**src/include/esp_link_params.svh**
```systemverilog
`ifndef ESP_LINK_PARAMS_SVH
`define ESP_LINK_PARAMS_SVH

// reply to get_cookie, lets the ESP detect the FPGA
`define ESP_COOKIE 8'hAF

// get_version reply is {major, minor}
`define ESP_VERSION_MAJOR 3'd0
`define ESP_VERSION_MINOR 5'd3

// flops on the ESP serial pins
`define ESP_SYNC_STAGES 2

// flash serial clock period in system clocks
`define FLASH_CLKS_PER_BIT 16

// keyboard matrix rows
`define KEYB_ROWS 8

// longest parameter list of any command
`define ESP_MAX_PARAMS 3

`endif
```
**src/hw/esp_link_pkg.sv**
```systemverilog
`include "esp_link_params.svh"

package esp_link_pkg;

  // opcodes the ESP may send
  typedef enum logic [7:0] {
    cmd_get_cookie       = 8'd0,
    cmd_get_version      = 8'd15,
    cmd_set_screen_color = 8'd17,
    cmd_send_keyb        = 8'd19,
    cmd_set_led          = 8'd26,
    cmd_set_cass_in      = 8'd28,
    cmd_set_spi_ctrl_reg = 8'd29,
    cmd_set_spi_data     = 8'd30,
    cmd_get_spi_data     = 8'd31,
    cmd_set_esp_status   = 8'd32
  } esp_cmd_e;

  // one complete command, parameters in arrival order
  typedef struct packed {
    esp_cmd_e   opcode;
    logic [7:0] p0;
    logic [7:0] p1;
    logic [7:0] p2;
  } esp_cmd_t;

  typedef struct packed {
    logic sck;
    logic cs_n;
    logic mosi;
  } spi_pins_t;

  typedef struct packed {
    logic cs_n;
    logic sclk;
    logic si;
  } flash_pins_t;

  typedef struct packed {
    logic red;
    logic green;
    logic blue;
  } led_rgb_t;

  typedef struct packed {
    logic [7:0] red;
    logic [7:0] green;
    logic [7:0] blue;
  } rgb888_t;

  localparam int param_cnt_w = $clog2(`ESP_MAX_PARAMS + 1);

  // parameter bytes that follow an opcode
  function automatic logic [param_cnt_w-1:0] esp_param_count(input logic [7:0] opcode,
                                                             output logic unknown);
    unknown = 1'b0;
    case (opcode)
      cmd_get_cookie, cmd_get_version, cmd_set_cass_in, cmd_get_spi_data:
        esp_param_count = param_cnt_w'(0);
      cmd_set_led, cmd_set_spi_ctrl_reg, cmd_set_spi_data, cmd_set_esp_status:
        esp_param_count = param_cnt_w'(1);
      cmd_send_keyb:
        esp_param_count = param_cnt_w'(2);
      cmd_set_screen_color:
        esp_param_count = param_cnt_w'(3);
      default: begin
        esp_param_count = param_cnt_w'(0);
        unknown = 1'b1;
      end
    endcase
  endfunction

endpackage

```
**src/hw/esp_link_top.sv**
```systemverilog
module esp_link_top (
  input  logic                      clk,
  input  logic                      cass_out_sel_n,
  input  esp_link_pkg::spi_pins_t   esp_spi,
  input  logic                      flash_so,
  output logic                      esp_miso,
  output esp_link_pkg::flash_pins_t flash,
  output esp_link_pkg::led_rgb_t    led,
  output logic                      error_led,
  output esp_link_pkg::rgb888_t     screen_color,
  output logic [7:0]                esp_status,
  output logic                      keyb_pressed,
  output logic                      cass_in
);
  import esp_link_pkg::*;

  logic [7:0] rx_byte;
  logic       rx_valid;
  esp_cmd_t   cmd;
  logic       cmd_valid;
  logic [7:0] reply_byte;
  logic       flash_start;
  logic [7:0] flash_tx_byte;
  logic       flash_sel;
  logic [7:0] flash_rx_byte;
  logic       flash_busy;

  spi_slave_port i_spi_slave_port (
    .clk            (clk),
    .cass_out_sel_n (cass_out_sel_n),
    .pins           (esp_spi),
    .reply_byte     (reply_byte),
    .miso           (esp_miso),
    .rx_byte        (rx_byte),
    .rx_valid       (rx_valid)
  );

  esp_cmd_parser i_esp_cmd_parser (
    .clk            (clk),
    .cass_out_sel_n (cass_out_sel_n),
    .rx_byte        (rx_byte),
    .rx_valid       (rx_valid),
    .cmd            (cmd),
    .cmd_valid      (cmd_valid),
    .cmd_error      (error_led)
  );

  esp_cmd_regs i_esp_cmd_regs (
    .clk            (clk),
    .cass_out_sel_n (cass_out_sel_n),
    .cmd            (cmd),
    .cmd_valid      (cmd_valid),
    .flash_rx_byte  (flash_rx_byte),
    .flash_busy     (flash_busy),
    .led            (led),
    .screen_color   (screen_color),
    .esp_status     (esp_status),
    .keyb_pressed   (keyb_pressed),
    .cass_in        (cass_in),
    .flash_sel      (flash_sel),
    .flash_start    (flash_start),
    .flash_tx_byte  (flash_tx_byte),
    .reply_byte     (reply_byte)
  );

  flash_spi_master i_flash_spi_master (
    .clk            (clk),
    .cass_out_sel_n (cass_out_sel_n),
    .start          (flash_start),
    .tx_byte        (flash_tx_byte),
    .flash_sel      (flash_sel),
    .so             (flash_so),
    .pins           (flash),
    .rx_byte        (flash_rx_byte),
    .busy           (flash_busy)
  );

endmodule

```
**src/hw/flash_spi_master.sv**
```systemverilog
`include "esp_link_params.svh"

module flash_spi_master (
  input  logic                      clk,
  input  logic                      cass_out_sel_n,
  input  logic                      start,
  input  logic [7:0]                tx_byte,
  input  logic                      flash_sel,
  input  logic                      so,
  output esp_link_pkg::flash_pins_t pins,
  output logic [7:0]                rx_byte,
  output logic                      busy
);

  localparam int phase_w = $clog2(`FLASH_CLKS_PER_BIT);
  localparam int cnt_w   = phase_w + 3;
  localparam int half    = `FLASH_CLKS_PER_BIT / 2;

  logic [cnt_w-1:0]   cnt_q;
  logic [phase_w-1:0] phase;
  logic [7:0]         shift_q;
  logic               si_q;
  logic               sclk;

  // position inside the current bit
  assign phase = cnt_q[phase_w-1:0];

  // high for the second half of every bit
  assign sclk = busy & (phase >= phase_w'(half));

  assign pins    = '{cs_n: ~flash_sel, sclk: sclk, si: si_q};
  assign rx_byte = shift_q;

  always_ff @(posedge clk or negedge cass_out_sel_n) begin
    if (!cass_out_sel_n) begin
      busy    <= 1'b0;
      cnt_q   <= '0;
      shift_q <= 8'h00;
      si_q    <= 1'b0;
    end else if (busy) begin
      cnt_q <= cnt_q + 1'b1;
      if (phase == '0) begin
        // next bit out while sclk is low
        si_q <= shift_q[7];
      end else if (phase == phase_w'(half)) begin
        // sample on the sclk rising edge
        shift_q <= {shift_q[6:0], so};
      end
      if (cnt_q == '1) begin
        busy <= 1'b0;
      end
    end else if (start) begin
      // a start while busy never reaches this branch
      busy    <= 1'b1;
      cnt_q   <= '0;
      shift_q <= tx_byte;
    end
  end

endmodule

```
**src/hw/esp_cmd_regs.sv**
```systemverilog
`include "esp_link_params.svh"

module esp_cmd_regs (
  input  logic                   clk,
  input  logic                   cass_out_sel_n,
  input  esp_link_pkg::esp_cmd_t cmd,
  input  logic                   cmd_valid,
  input  logic [7:0]             flash_rx_byte,
  input  logic                   flash_busy,
  output esp_link_pkg::led_rgb_t led,
  output esp_link_pkg::rgb888_t  screen_color,
  output logic [7:0]             esp_status,
  output logic                   keyb_pressed,
  output logic                   cass_in,
  output logic                   flash_sel,
  output logic                   flash_start,
  output logic [7:0]             flash_tx_byte,
  output logic [7:0]             reply_byte
);
  import esp_link_pkg::*;

  localparam int row_w = $clog2(`KEYB_ROWS);

  logic [`KEYB_ROWS-1:0][7:0] keyb_q;
  logic [row_w-1:0]           keyb_row;

  assign keyb_row = cmd.p0[row_w-1:0];

  // any key down in any row
  assign keyb_pressed = |keyb_q;

  always_ff @(posedge clk or negedge cass_out_sel_n) begin
    if (!cass_out_sel_n) begin
      led           <= '0;
      screen_color  <= '{red: 8'hFF, green: 8'hFF, blue: 8'hFF};
      esp_status    <= 8'h00;
      keyb_q        <= '0;
      cass_in       <= 1'b0;
      flash_sel     <= 1'b0;
      flash_start   <= 1'b0;
      flash_tx_byte <= 8'h00;
      reply_byte    <= 8'h00;
    end else begin
      flash_start <= 1'b0;
      if (cmd_valid) begin
        case (cmd.opcode)
          cmd_set_led: begin
            led <= '{red: cmd.p0[0], green: cmd.p0[1], blue: cmd.p0[2]};
          end
          cmd_set_screen_color: begin
            screen_color <= '{red: cmd.p0, green: cmd.p1, blue: cmd.p2};
          end
          cmd_send_keyb: begin
            keyb_q[keyb_row] <= cmd.p1;
          end
          cmd_set_esp_status: begin
            esp_status <= cmd.p0;
          end
          cmd_set_cass_in: begin
            cass_in <= 1'b1;
          end
          // only the chip-select bit of the control byte is wired out
          cmd_set_spi_ctrl_reg: begin
            flash_sel <= cmd.p0[7];
          end
          cmd_set_spi_data: begin
            if (!flash_busy) begin
              flash_start   <= 1'b1;
              flash_tx_byte <= cmd.p0;
            end
          end
          // reply goes out during the next ESP byte
          cmd_get_cookie: begin
            reply_byte <= `ESP_COOKIE;
          end
          cmd_get_version: begin
            reply_byte <= {`ESP_VERSION_MAJOR, `ESP_VERSION_MINOR};
          end
          cmd_get_spi_data: begin
            reply_byte <= flash_rx_byte;
          end
          default: begin
          end
        endcase
      end
    end
  end

endmodule

```
**src/hw/esp_cmd_parser.sv**
```systemverilog
module esp_cmd_parser (
  input  logic                   clk,
  input  logic                   cass_out_sel_n,
  input  logic [7:0]             rx_byte,
  input  logic                   rx_valid,
  output esp_link_pkg::esp_cmd_t cmd,
  output logic                   cmd_valid,
  output logic                   cmd_error
);
  import esp_link_pkg::*;

  typedef enum logic {
    st_idle,
    st_collect
  } state_e;

  state_e                 state_q;
  logic [param_cnt_w-1:0] param_total_q;
  logic [param_cnt_w-1:0] param_idx_q;
  logic [param_cnt_w-1:0] op_count;
  logic                   op_unknown;

  // lookup for the byte on rx_byte, only meaningful in idle
  always_comb begin
    op_count = esp_param_count(rx_byte, op_unknown);
  end

  always_ff @(posedge clk or negedge cass_out_sel_n) begin
    if (!cass_out_sel_n) begin
      state_q       <= st_idle;
      param_total_q <= '0;
      param_idx_q   <= '0;
      cmd           <= '0;
      cmd_valid     <= 1'b0;
      cmd_error     <= 1'b0;
    end else begin
      cmd_valid <= 1'b0;
      if (rx_valid) begin
        case (state_q)
          st_idle: begin
            if (op_unknown) begin
              // sticky, the byte itself is dropped
              cmd_error <= 1'b1;
            end else begin
              cmd.opcode    <= esp_cmd_e'(rx_byte);
              param_total_q <= op_count;
              param_idx_q   <= '0;
              if (op_count == param_cnt_w'(0)) begin
                cmd_valid <= 1'b1;
              end else begin
                state_q <= st_collect;
              end
            end
          end
          st_collect: begin
            case (param_idx_q)
              param_cnt_w'(0): cmd.p0 <= rx_byte;
              param_cnt_w'(1): cmd.p1 <= rx_byte;
              default:         cmd.p2 <= rx_byte;
            endcase
            param_idx_q <= param_idx_q + 1'b1;
            // last parameter completes the command
            if (param_idx_q == param_total_q - 1'b1) begin
              cmd_valid <= 1'b1;
              state_q   <= st_idle;
            end
          end
          default: begin
            state_q <= st_idle;
          end
        endcase
      end
    end
  end

endmodule

```
**src/hw/spi_slave_port.sv**
```systemverilog
`include "esp_link_params.svh"

module spi_slave_port (
  input  logic                    clk,
  input  logic                    cass_out_sel_n,
  input  esp_link_pkg::spi_pins_t pins,
  input  logic [7:0]              reply_byte,
  output logic                    miso,
  output logic [7:0]              rx_byte,
  output logic                    rx_valid
);
  import esp_link_pkg::*;

  // bus idle state, SCK low and CS high
  localparam spi_pins_t pins_idle = '{sck: 1'b0, cs_n: 1'b1, mosi: 1'b0};

  spi_pins_t [`ESP_SYNC_STAGES-1:0] sync_q;
  spi_pins_t                        pins_s;
  logic                             sck_prev_q;
  logic                             sck_rise;
  logic                             sck_fall;
  logic                             cs_active;
  logic [2:0]                       bit_cnt_q;
  logic [7:0]                       tx_shift_q;

  assign pins_s    = sync_q[`ESP_SYNC_STAGES-1];
  assign cs_active = ~pins_s.cs_n;
  assign sck_rise  = pins_s.sck & ~sck_prev_q;
  assign sck_fall  = ~pins_s.sck & sck_prev_q;

  // low while not selected
  assign miso = cs_active & tx_shift_q[7];

  always_ff @(posedge clk or negedge cass_out_sel_n) begin
    if (!cass_out_sel_n) begin
      sync_q     <= {`ESP_SYNC_STAGES{pins_idle}};
      sck_prev_q <= 1'b0;
    end else begin
      sync_q     <= {sync_q[`ESP_SYNC_STAGES-2:0], pins};
      sck_prev_q <= pins_s.sck;
    end
  end

  always_ff @(posedge clk or negedge cass_out_sel_n) begin
    if (!cass_out_sel_n) begin
      bit_cnt_q  <= 3'd0;
      rx_byte    <= 8'h00;
      rx_valid   <= 1'b0;
      tx_shift_q <= 8'h00;
    end else begin
      rx_valid <= 1'b0;
      if (!cs_active) begin
        bit_cnt_q  <= 3'd0;
        tx_shift_q <= 8'h00;
      end else begin
        // master drives MOSI before the rising edge, MSB first
        if (sck_rise) begin
          bit_cnt_q <= bit_cnt_q + 3'd1;
          rx_byte   <= {rx_byte[6:0], pins_s.mosi};
          if (bit_cnt_q == 3'd7) begin
            rx_valid <= 1'b1;
          end
        end
        // count is zero only on the falling edge right after a full byte
        if (sck_fall) begin
          if (bit_cnt_q == 3'd0) begin
            tx_shift_q <= reply_byte;
          end else begin
            tx_shift_q <= {tx_shift_q[6:0], 1'b0};
          end
        end
      end
    end
  end

endmodule

```
**config.mk**
```make
export PLATFORM = sky130hd
export DESIGN_NAME = esp_link_top
export DESIGN_NICKNAME = d
export VERILOG_FILES = /design/src/hw/esp_link_pkg.sv /design/src/hw/esp_link_top.sv /design/src/hw/flash_spi_master.sv /design/src/hw/esp_cmd_regs.sv /design/src/hw/esp_cmd_parser.sv /design/src/hw/spi_slave_port.sv
export VERILOG_INCLUDE_DIRS = /design/src /design/src/include
export SDC_FILE = /design/constraint.sdc
export NUM_CORES = 1
export LEC_CHECK = 0
export BUFFER_PORTS_ARGS = -buffer_cell sky130_fd_sc_hd__buf_2
export CAP_MARGIN = 20
export CORE_ASPECT_RATIO = 1.4
export CORE_UTILIZATION = 53
export CTS_BUF_LIST = sky130_fd_sc_hd__clkbuf_4 sky130_fd_sc_hd__clkbuf_8
export CTS_CLUSTER_DIAMETER = 120
export CTS_CLUSTER_SIZE = 10
export DETAILED_ROUTE_END_ITERATION = 7
export PLACE_DENSITY_LB_ADDON = 0.05
export SKIP_LAST_GASP = 1
export SLEW_MARGIN = 20
export SYNTH_ARGS = -nofsm -noshare
export SYNTH_HDL_FRONTEND = slang
export SYNTH_SLANG_ARGS = --single-unit
```
**constraint.sdc**
```tcl
create_clock -name clk -period 7 [get_ports clk]
set_input_delay 1.05 -clock clk [delete_from_list [all_inputs] [get_ports clk]]
set_output_delay 1.05 -clock clk [all_outputs]
set_load 0.02 [all_outputs]
```
==> metrics.md, run 1 <==
| Metric | Value |
|---|---|
| DRC Markers | `0` |
| DP HPWL | `11,380 um` |
| Port Buffers | `47` |
| Worst setup EP type | `output pin` |
| Area after DPL | `8825 um^2` |
| # rows | `54` |
| Hold depth | `0` |
| Initial Util | `54.10%` |
| Reg2Reg Setup Slack | `4490 ps` |
| Die W | `108.7 um` |
| Fin crit period | `3259 ps` |
| Synth top area share | `51.87%` |
| Cts repair resizes | `0` |
| Skew final | `19.73 ps` |
| Reg clk slew, reported paths | `70 ps` |
| Area growth syn-to-layout | `10.57%` |
| Full die area | `16,450 um^2` |
| PnR worst setup slack | `3741 ps` |
| TritonCTS clock tree | `built` |
| Filler Cell Count | `1,302` |
| Worst vdd ir | `0.2133 mV` |
| GR Util All Layers | `21.32%` |
| Synthesized area | `8443 um^2` |
| Post-synth EDFFs | `0` |
| Post-CTS Setup Inserts | `0` |
| IO Pins | `48` |
| Final Max Slew Viols | `0` |
| Synth Flop Type | `dfrtp_1` |
| Hold_buf cts | `0` |
| Clock root buffer | `clkbuf_8` |
| Hold EP | `i_spi_slave_port.pins_s[0]$_DFF_PN0_` |
| Mean post-synth cell area | `13.32 um^2` |
| # diodes | `0` |
| Routed wire length | `16,800 um` |
| Total CTS buffers | `24` |
| Initial antenna violation count | `0` |
| Status | `completed` |
| Fin crit share | `46.55%` |
| Total Nets Final | `692` |
| Core Area | `15,610 um^2` |
| Slew headroom | `36.78%` |
| Vias per cell | `5.705` |
| Share of cells above drive strength 1 | `38.88%` |
| Max Clk Rate | `306.9 MHz` |
| Worst slew pin tran | `940.5 ps` |
| Global-route wire length before repair | `26,990 um` |
| Clk buf depth | `3` |
| Number of vias in the routed layout | `5,095` |
| Pwr per Cell Area | `232.0 nW/um^2` |
| Max Cap Violations | `0` |
| Crit path DAT | `2210 ps` |
| Hold_sp | `i_spi_slave_port.sync_q[0]$_DFF_PN0_` |
| CP Class | `reg -> out` |
| Final TNS setup | `0 ps` |
| RR Endpoint | `i_esp_cmd_regs.keyb_q[57]$_DFFE_PN0P_` |
| Worst r2r src | `i_esp_cmd_parser.cmd[29]$_DFFE_PN0P_` |
| R2R depth | `4` |
| RSZ-0062 raised after global routing | `no` |
| DRC violation total after the first TritonRoute iteration | `211` |
| Antenna viol nets, final | `0` |
| Required time of the critical path | `5950 ps` |
| DP Worst Slack | `4180 ps` |
| Pre-Repair DR Iteration Count | `4` |
| Gate Count Post-Synth | `634` |
| Seq cells post-synth | `201` |
| Die H | `151.3 um` |
| Pin count of the biggest net entering global routing | `130` |
| Yosys top cell by area | `dfrtp_1` |
| Final Hold Fails | `0` |
| Mapped Nets | `647` |
| Final setup viols | `0` |
| Skew-Pair Late Insertion Delay | `520 ps` |
| Cell area after layout | `9335 um^2` |
| CTS sink cnt | `201` |
| HP Class | `reg -> reg` |
| Synthesis Warnings | `0` |
| Top post-synthesis cells by count | `dfrtp_1, mux2_2, nand2_1` |
| Async SR Flop Fraction | `100.0%` |
| H-tree levels | `1` |
| Leakage | `0.004635 uW` |
| Vias in the first global route | `5,230` |
| Crit-path max FO | `2` |
| Synth cell types | `58` |
| GRT overflow | `0` |
| Final GP Congestion | `0.7929` |
| Routed WL per cell | `18.81 um` |
| Worst Setup SP | `i_esp_cmd_regs.keyb_q[6]$_DFFE_PN0P_` |
| Seq/Total Area, Yosys | `59.96%` |
| Crit path launch type | `register` |
| Largest cells by area after synthesis | `dfrtp_1, mux2_2, dfstp_2, mux2i_1, nand2_1` |
| Count leader, synth | `dfrtp_1` |
## routing by layer
layer / track usage [%] / up-vias / part of all wire [%]
li1: - / 2362 / -
met2: 39.72 / 75 / 54
met5: 0 / - / 0
met4: 4.527 / 0 / 1.3
met1: 25.76 / 2637 / 41
met3: 3.184 / 21 / 3.4
## cells in the final DEF, fill, tap and decap left out, types with 2 or more instances in the layout
cell	Yosys	final
dfrtp_1	175	175
mux2_2	134	134
buf_2	3	46
nand2_1	34	34
dfstp_2	26	26
clkbuf_8	0	25
nor2_1	23	23
o21ai_0	20	20
mux2i_1	19	19
nor4_1	18	18
clkbuf_4	0	18
a21oi_1	17	17
inv_1	15	15
nand3_1	13	13
nand4_1	9	9
nor2b_1	8	8
nand2b_1	8	8
mux2_4	8	8
ha_1	7	7
nor3_1	7	6
and3_1	4	4
and2_1	4	4
a2bb2oi_1	4	4
buf_4	2	4
xnor2_1	3	3
a31oi_1	3	3
and3b_1	3	3
nand4b_1	3	3
o31ai_1	3	3
nand3b_1	2	2
xor2_1	2	2
nor3_2	1	2
nor4b_1	2	2
a41o_1	2	2
a32o_1	2	2
inv_6	0	2
## cell type report
class,count,area (um^2),area share (%)
flip-flops and latches,201,5062,54.23
multi-input cells,385,3187,34.14
clock buffers,42,465.4,4.986
repair buffers,52,301.5,3.230
well taps,196,245.2,2.627
inverters,15,56.30,0.6031
clock inverters,2,17.52,0.1876
## stage by stage
stage / instances / utilization (%) / total power [uW] / hold WS (ps)
finish: 893 / 59.81 / 2165 / 355.2
global route: 893 / 59.81 / 2259 / 359.5
CTS: 892 / 59.64 / 2197 / 357.9
detailed placement: 848 / 56.54 / 1366 / 343.4
global placement: 848 / 56.51 / 1362 / 336.4
floorplan: 634 / - / 1309 / 331.2
## worst max-delay path, stage by stage, from the launching register on
cell	delay, ps
dfrtp_1	390
nor4_1	390
nand4_1	190
or4_1	540
buf_2	180
## flip-flops by register name, indices dropped and copies added (netlist names), 8 cells and up
signal	count
i_esp_cmd_regs.keyb_q	64
i_esp_cmd_parser.cmd	32
i_esp_cmd_regs.screen_color	24
i_esp_cmd_regs.esp_status	8
i_esp_cmd_regs.flash_tx_byte	8
i_esp_cmd_regs.reply_byte	8
i_flash_spi_master.rx_byte	8
i_spi_slave_port.rx_byte	8
i_spi_slave_port.tx_shift_q	8
## kinds of logic after synthesis
family	share of synthesized area, %
AO/OA/AOI/OAI	4.831
XOR/XNOR	0.5188
adder cells (fa/ha/maj)	1.037
buffers and inverters	2.356
flip-flops	59.96
multiplexers	21.55
AND/OR/NAND/NOR	9.751
## worst max-delay path by stage
stage	to	slack (ps)	cells past startpoint
4_1_cts	keyb_pressed	3710	4
5_1_grt	keyb_pressed	3570	4
6_report	keyb_pressed	3740	4
2_1_floorplan	keyb_pressed	4600	3
3_3_place_gp	i_spi_slave_port.sync_q[0]$_DFF_PN0_	4260	2
3_5_place_dp	i_spi_slave_port.sync_q[0]$_DFF_PN0_	4180	2
## where the power goes
group | internal [uW] | leakage, uW | switching [uW]
logic | 42.1 | 0.00168 | 69.2
clock network | 419 | 0.000264 | 400
registers | 1180 | 0.00269 | 55.1
Power figures use the tool's default switching activity.
==> inputs of run 2 (changes only) <==
==> constraint.sdc (replaced) <==
create_clock -name clk -period 2.7 [get_ports clk]
set_input_delay 0.405 -clock clk [delete_from_list [all_inputs] [get_ports clk]]
set_output_delay 0.405 -clock clk [all_outputs]
set_load 0.02 [all_outputs]
==> run 2 against run 1 <==
  * Sequential share of layout area shrank 0.64 points
  * Clock-buffer cell count is the same
  * Largest cell class unchanged
  * Largest power group unchanged
  * Combinational power grew to 3.4 times the previous value
  * Final cell count grew 1.3%
  * Highest routed layer unchanged
  * Flip-flop and latch count is the same
  * Core utilization grew 0.71 points
  * Power grew to 2.6 times the previous value
  * Non-clock buffer count grew 13
  * First-iteration DRC count grew 9.5%
  * Sequential power grew to 2.6 times the previous value
  * Routed wire length grew 1.6%
  * Critical endpoint unchanged
  * Critical path type unchanged
  * Critical path depth is the same
==> metrics.md, run 2 (same netlist as run 1, synthesis figures left out) <==
| Metric | Value |
|---|---|
| CP Class | `reg -> out` |
| Crit path buf inv count | `1 (unchanged)` |
| Dpl cells | `858 (+1.2%)` |
| Top Family by Delay on Critical Path | `simple AND/OR/NAND/NOR gates` |
| H-tree levels | `1 (unchanged)` |
| Number of vias in the routed layout | `5,126 (+0.61%)` |
| GR Util All Layers | `21.88% (+0.57 points)` |
| DP Worst Slack | `252.9 ps (-3927 ps)` |
| Total Nets Final | `705 (+1.9%)` |
| Max Cap Violations | `0 (unchanged)` |
| Die W | `108.7 um (unchanged)` |
| Filler Cell Count | `1,255 (-3.6%)` |
| Top reg by flops | `i_esp_cmd_regs.keyb_q` |
| Area growth syn-to-layout | `11.88%` |
| Die H | `151.3 um (unchanged)` |
| Status | `completed` |
| Port Buffers | `47 (unchanged)` |
| # rows | `54 (unchanged)` |
| Routed WL per cell | `18.86 um (+0.27%)` |
| Max Clk Rate | `392.8 MHz` |
| Vias in the first global route | `5,308 (+1.5%)` |
| DP HPWL | `11,640 um (+2.3%)` |
| Clock root buffer | `clkbuf_8` |
| Routed wire length | `17,070 um (+1.6%)` |
| Core Util, Final | `60.53% (+0.71 points)` |
| Most common cell after layout, fill and taps aside | `dfrtp_1` |
| Largest register FFs | `64 (unchanged)` |
| Area after DPL | `8920 um^2 (+1.1%)` |
| GRT overflow | `0 (unchanged)` |
| Slowest stage cell, crit path | `or4_1` |
| Fin crit share | `94.29%` |
| TritonCTS clock tree | `built` |
| Total CTS buffers | `24 (unchanged)` |
| Max incr delay on CP | `530 ps (about the same)` |
| Slew headroom | `60.33% (+24 points)` |
| Initial Util | `54.10% (unchanged)` |
| Final setup viols | `0 (unchanged)` |
| Global-route wire length before repair | `27,710 um (+2.7%)` |
| Initial antenna violation count | `0 (unchanged)` |
| Layout Cells excl Fill | `905 (+1.3%)` |
| Worst vdd ir | `0.4541 mV (+110%)` |
| Skew final | `15.86 ps (-3.866 ps)` |
| Clk buf depth | `3 (unchanged)` |
| CTS sink cnt | `201 (unchanged)` |
| Reg clk slew, reported paths | `80 ps (about the same)` |
| Crit path cell chain | `nor4_2, nand4_1, or4_1, buf_2` |
| Fin crit period | `2546 ps` |
| # diodes | `0 (unchanged)` |
| Pin count of the biggest net entering global routing | `63 (-52%)` |
| Leakage | `0.004697 uW (+1.3%)` |
| Crit-path max FO | `2 (unchanged)` |
| Pre-Repair DR Iteration Count | `4 (unchanged)` |
| RSZ-0062 raised after global routing | `no` |
| DRC Markers | `0 (unchanged)` |
| DRC violation total after the first TritonRoute iteration | `231 (+9.5%)` |
| Skew-Pair Late Insertion Delay | `520 ps (about the same)` |
| Full die area | `16,450 um^2 (unchanged)` |
| Core Area | `15,610 um^2 (unchanged)` |
| Final GP Congestion | `0.8088 (+2.0%)` |
| Pwr per Cell Area | `598.9 nW/um^2 (+160%)` |
| Crit path DAT | `2140 ps (-70 ps)` |
| Final TNS setup | `0 ps (unchanged)` |
| Commonest non-fill, non-tap cells in the layout | `dfrtp_1, mux2_2, buf_2` |
| Final Max Slew Viols | `0 (unchanged)` |
| Required time of the critical path | `2300 ps (-3650 ps)` |
| Share of cells above drive strength 1 | `39.35% (+0.47 points)` |
| Post-CTS Setup Inserts | `0 (unchanged)` |
| Antenna viol nets, final | `0 (unchanged)` |
| IO Pins | `48 (unchanged)` |
| Cell area after layout | `9447 um^2 (+1.2%)` |
| PnR worst setup slack | `154.1 ps (-3587 ps)` |
| HP Class | `in -> reg` |
| Final Hold Fails | `0 (unchanged)` |
| Vias per cell | `5.664 (-0.73%)` |
| Crit path launch type | `register` |
| Worst slew pin tran | `595.0 ps (-345.5 ps)` |
| Worst setup EP type | `output pin` |
| Biggest regs | `i_esp_cmd_regs.keyb_q (64), i_esp_cmd_parser.cmd (32), i_esp_cmd_regs.screen_color (24)` |
-- run 2: cell types whose count changed in the layout (fill, tap and decap cells not counted), sizes merged --
| cell | delta |
|---|---|
| buf | +9 |
| inv | -1 |
| dlygate4sd3 | +4 |
-- run 2: final cells by class --
| cell class | count | area, um^2 | area share [%] |
|---|---|---|---|
| Inverter | 15 | 56.30 | 0.5960 |
| Multi-Input combinational cell | 385 | 3188 | 33.75 |
| Clock buffer | 42 | 471.7 | 4.993 |
| Clock inverter | 1 | 8.758 | 0.09272 |
| Timing Repair Buffer | 65 | 414.1 | 4.384 |
| Tap cell | 196 | 245.2 | 2.596 |
| Sequential cell | 201 | 5062 | 53.59 |
-- run 2: worst register-to-register path: cells and delay by family, from the launching register on --
family        cells  cell delay [ps]
simple gates      3             1550
flops             1              420
mux               1              380
-- run 2: per-layer routing --
| metal | vias up | share of wire (%) | global-route usage, % |
|---|---|---|---|
| met4 | 0 | 2.5 | 8.176 |
| met5 | - | 0 | 0 |
| met1 | 2634 | 42 | 27.39 |
| met3 | 32 | 2.8 | 2.625 |
| li1 | 2384 | - | - |
| met2 | 76 | 53 | 38.54 |
-- run 2: metrics by stage --
stage,hold WS (ps),power (uW)
after floorplan,109.4,3393
after global placement,335.9,3573
after detailed placement,342.6,3588
after CTS,154.7,5747
after global routing,183.2,5910
final,183.5,5657
-- run 2: what timing repair did --
action                     CTS  global route
setup endpoints to repair    0             1
hold buffers                 4             0
hold endpoints to repair    52             0
gates resized for setup      0             1
-- run 2: worst paths after layout --
kind                                                       start                                          end  slack [ps]  depth (start not counted)
hold / removal                                          flash_so    i_flash_spi_master.rx_byte[0]$_DFFE_PN0P_         180                          3
hold reg to reg             i_spi_slave_port.sync_q[2]$_DFF_PN0_         i_spi_slave_port.pins_s[2]$_DFF_PN0_         350                          0
max in group asynchronous                         cass_out_sel_n  i_esp_cmd_regs.screen_color[13]$_DFFE_PN1P_        1420                          3
min in group asynchronous                         cass_out_sel_n      i_flash_spi_master.cnt_q[4]$_DFFE_PN0P_         410                          2
setup reg to reg            i_esp_cmd_parser.cmd[30]$_DFFE_PN0P_  i_esp_cmd_regs.flash_tx_byte[5]$_DFFE_PN0P_         250                          4
setup / recovery           i_esp_cmd_regs.keyb_q[17]$_DFFE_PN0P_                                 keyb_pressed         150                          4
-- run 2: power breakdown --
group          internal (uW)  switching, uW  leakage, uW
Combinational            145            228      0.00174
Sequential              3060            105      0.00269
Clock                   1100           1030     0.000262
==> inputs of run 3 (changes only) <==
--- a/config.mk
+++ b/config.mk
@@ -19,4 +19,5 @@
 export SLEW_MARGIN = 20
 export SYNTH_ARGS = -nofsm -noshare
 export SYNTH_HDL_FRONTEND = slang
+export SYNTH_HIERARCHICAL = 1
 export SYNTH_SLANG_ARGS = --single-unit
==> run 3 against run 2 <==
  * Combinational power grew 35%
  * Sequential power is essentially flat
  * Synthesized area grew 2.8%
  * Highest routed layer unchanged
  * Clock power is essentially flat
  * Worst setup slack lost 4.0 ps
  * Non-clock buffer count shrank 2
  * Synthesized cell count shrank 4.3%
  * Final area grew 2.3%
  * Final cell count shrank 1.9%
  * Maximum frequency shrank 0.16%
  * Flip-flop and latch count is the same
  * Critical path type unchanged
  * Global-route usage shrank 0.50 points
==> metrics.md, run 3 <==
| Metric | Value |
|---|---|
| Mapped Nets | `620 (-4.2%)` |
| Max Clk Rate | `392.2 MHz (-0.16%)` |
| Antenna viol nets, final | `0 (unchanged)` |
| Crit path cell chain | `nor4_1, nand4_1, or4_1, buf_2` |
| Crit path DAT | `2140 ps (about the same)` |
| Pin count of the biggest net entering global routing | `71 (+13%)` |
| DRC Markers | `0 (unchanged)` |
| Total CTS buffers | `24 (unchanged)` |
| Synth cell types | `66 (+14%)` |
| Pwr per Cell Area | `602.2 nW/um^2 (+0.55%)` |
| Final GP Congestion | `0.7992 (-1.2%)` |
| Most common cell after layout, fill and taps aside | `dfrtp_1` |
| Gate Count Post-Synth | `607 (-4.3%)` |
| Fin crit period | `2550 ps (+3.964 ps)` |
| CP Class | `reg -> out` |
| Vias in the first global route | `5,418 (+2.1%)` |
| Worst vdd ir | `0.4528 mV (-0.29%)` |
| Biggest regs | `i_esp_cmd_regs/keyb_q (64), i_esp_cmd_parser/cmd (32), i_esp_cmd_regs/screen_color (24)` |
| Required time of the critical path | `2300 ps (about the same)` |
| IO Pins | `48 (unchanged)` |
| # diodes | `0 (unchanged)` |
| Dpl cells | `840 (-2.1%)` |
| Largest register FFs | `64 (unchanged)` |
| DRC violation total after the first TritonRoute iteration | `216 (-6.5%)` |
| Worst setup EP type | `output pin` |
| Status | `completed` |
| Largest cells by area after synthesis | `dfrtp_1, mux2_2, dfstp_2, mux2_4, nor4_1` |
| Die W | `110.1 um (+1.3%)` |
| HP Class | `in -> reg` |
| Initial Util | `53.88% (-0.22 points)` |
| Crit path launch type | `register` |
| Top post-synthesis cells by count | `dfrtp_1, mux2_2, dfstp_2` |
| Share of cells above drive strength 1 | `45.28% (+5.9 points)` |
| Core Area | `16,100 um^2 (+3.2%)` |
| Synthesis Warnings | `6 (+6)` |
| Initial antenna violation count | `0 (unchanged)` |
| CTS sink cnt | `201 (unchanged)` |
| DP HPWL | `11,610 um (-0.22%)` |
| Global-route wire length before repair | `28,120 um (+1.5%)` |
| Final Hold Fails | `0 (unchanged)` |
| Crit path buf inv count | `1 (unchanged)` |
| Routed wire length | `17,200 um (+0.73%)` |
| Leakage | `0.004786 uW (+1.9%)` |
| Synth top area share | `50.48% (-1.4 points)` |
| Top Family by Delay on Critical Path | `simple AND/OR/NAND/NOR gates` |
| Crit-path max FO | `2 (unchanged)` |
| Clk buf depth | `3 (unchanged)` |
| Final Max Slew Viols | `0 (unchanged)` |
| Die H | `153.4 um (+1.4%)` |
| Number of vias in the routed layout | `5,071 (-1.1%)` |
| Top reg by flops | `i_esp_cmd_regs/keyb_q` |
| Slew headroom | `54.34% (-6.0 points)` |
| Worst slew pin tran | `681.2 ps (+86.16 ps)` |
| Yosys top cell by area | `dfrtp_1` |
| Layout Cells excl Fill | `888 (-1.9%)` |
| Routed WL per cell | `19.36 um (+2.7%)` |
| Clock root buffer | `clkbuf_8` |
| Pre-Repair DR Iteration Count | `5 (+1)` |
| Mean post-synth cell area | `14.29 um^2 (+7.3%)` |
| GR Util All Layers | `21.38% (-0.50 points)` |
| Synthesized area | `8676 um^2 (+2.8%)` |
| Fin crit share | `94.44% (+0.15 points)` |
| GRT overflow | `0 (unchanged)` |
| Async SR Flop Fraction | `100.0% (unchanged)` |
| Total Nets Final | `684 (-3.0%)` |
| Vias per cell | `5.711 (+0.82%)` |
| Synth Flop Type | `dfrtp_1` |
| Full die area | `16,890 um^2 (+2.7%)` |
| Seq/Total Area, Yosys | `58.35% (-1.6 points)` |
| Final setup viols | `0 (unchanged)` |
| Post-synth EDFFs | `0 (unchanged)` |
| Reg clk slew, reported paths | `70 ps (about the same)` |
| Count leader, synth | `dfrtp_1` |
| Final TNS setup | `0 ps (unchanged)` |
| Max Cap Violations | `0 (unchanged)` |
| # rows | `55 (+1.9%)` |
| Max incr delay on CP | `530 ps (about the same)` |
| Slowest stage cell, crit path | `or4_1` |
| RSZ-0062 raised after global routing | `no` |
| Port Buffers | `47 (unchanged)` |
| Skew final | `17.74 ps (+1.873 ps)` |
| Seq cells post-synth | `201 (unchanged)` |
| Skew-Pair Late Insertion Delay | `520 ps (about the same)` |
| Commonest non-fill, non-tap cells in the layout | `dfrtp_1, mux2_2, buf_2` |
| H-tree levels | `1 (unchanged)` |
| Area growth syn-to-layout | `11.44%` |
| Min Hold Slack | `278.6 ps (+95.03 ps)` |
| TritonCTS clock tree | `built` |
[run 3: metal layers]
layer | track usage (%) | vias up | share of wire [%]
met5 | 0 | - | 0
met1 | 27.28 | 2629 | 43
met4 | 5.952 | 0 | 2.2
met2 | 37.41 | 72 | 52
li1 | - | 2339 | -
met3 | 3.070 | 31 | 2.8
[run 3: worst reg2reg max path, stage by stage, from the launching register on]
cell and delay (ps):
dfrtp_1 480, nor4b_4 520, nand2_1 180, or3_1 590, mux2_4 380
[run 3: logic make-up after synthesis]
| logic type | count (synthesis) | synth area share [%] |
|---|---|---|
| compound gates | 54 | 4.557 |
| simple gates | 124 | 10.02 |
| flops | 201 | 58.35 |
| xor+xnor | 5 | 0.5049 |
| buf+inv | 44 | 2.552 |
| mux | 172 | 23.00 |
| fa+ha+maj | 7 | 1.009 |
[run 3: layout make-up]
| class | count | area [um^2] |
|---|---|---|
| Clock buffer | 43 | 479.2 |
| Clock inverter | 1 | 8.758 |
| Fill cell | 1312 | 6435 |
| Inverter | 19 | 71.32 |
| Multi-Input combinational cell | 362 | 3398 |
| Sequential cell | 201 | 5062 |
| Tap cell | 199 | 249.0 |
| Timing Repair Buffer | 63 | 399.1 |
[run 3: power breakdown]
| part | internal, uW | total (uW) | switching, uW |
|---|---|---|---|
| Sequential | 3070 | 3180 | 113 |
| Combinational | 213 | 502 | 288 |
| Clock | 1110 | 2140 | 1030 |
| Total | 4390 | 5820 | 1430 |
[run 3: stage by stage]
| step | cell area, um^2 | utilization, % | power [uW] | setup slack (ps) |
|---|---|---|---|---|
| after floorplan | 8676 | - | 3490 | 706.5 |
| after CTS | 9662 | 60.00 | 5915 | 49.37 |
| after global routing | 9668 | 60.04 | 6066 | 19.87 |
| final | 9668 | 60.04 | 5822 | 150.1 |
| after detailed placement | 9134 | 56.72 | 3732 | 474.8 |
| after global placement | 9134 | 56.72 | 3717 | 541.5 |
[run 3: what timing repair did]
action                                 in CTS  in global routing
gates resized for setup                     0                  1
setup endpoints to repair                   0                  1
endpoints found under the hold margin      56                  0
buffers inserted                            0                  0
hold buffers                                4                  0
[run 3: final timing paths]
check	startpoint	end	slack, ps	cells after the start
max	i_esp_cmd_regs/keyb_q[32]$_DFFE_PN0P_	keyb_pressed	150	4
min	flash_so	i_flash_spi_master/rx_byte[0]$_DFFE_PN0P_	280	3
max reg2reg	i_esp_cmd_parser/cmd[29]$_DFFE_PN0P_	i_esp_cmd_regs/keyb_q[52]$_DFFE_PN0P_	420	4
min reg2reg	i_spi_slave_port/sync_q[2]$_DFF_PN0_	i_spi_slave_port/pins_s[2]$_DFF_PN0_	350	0
max in group asynchronous	cass_out_sel_n	i_esp_cmd_regs/screen_color[20]$_DFFE_PN1P_	1420	3
min in group asynchronous	cass_out_sel_n	i_esp_cmd_parser/cmd[3]$_DFFE_PN0P_	450	2
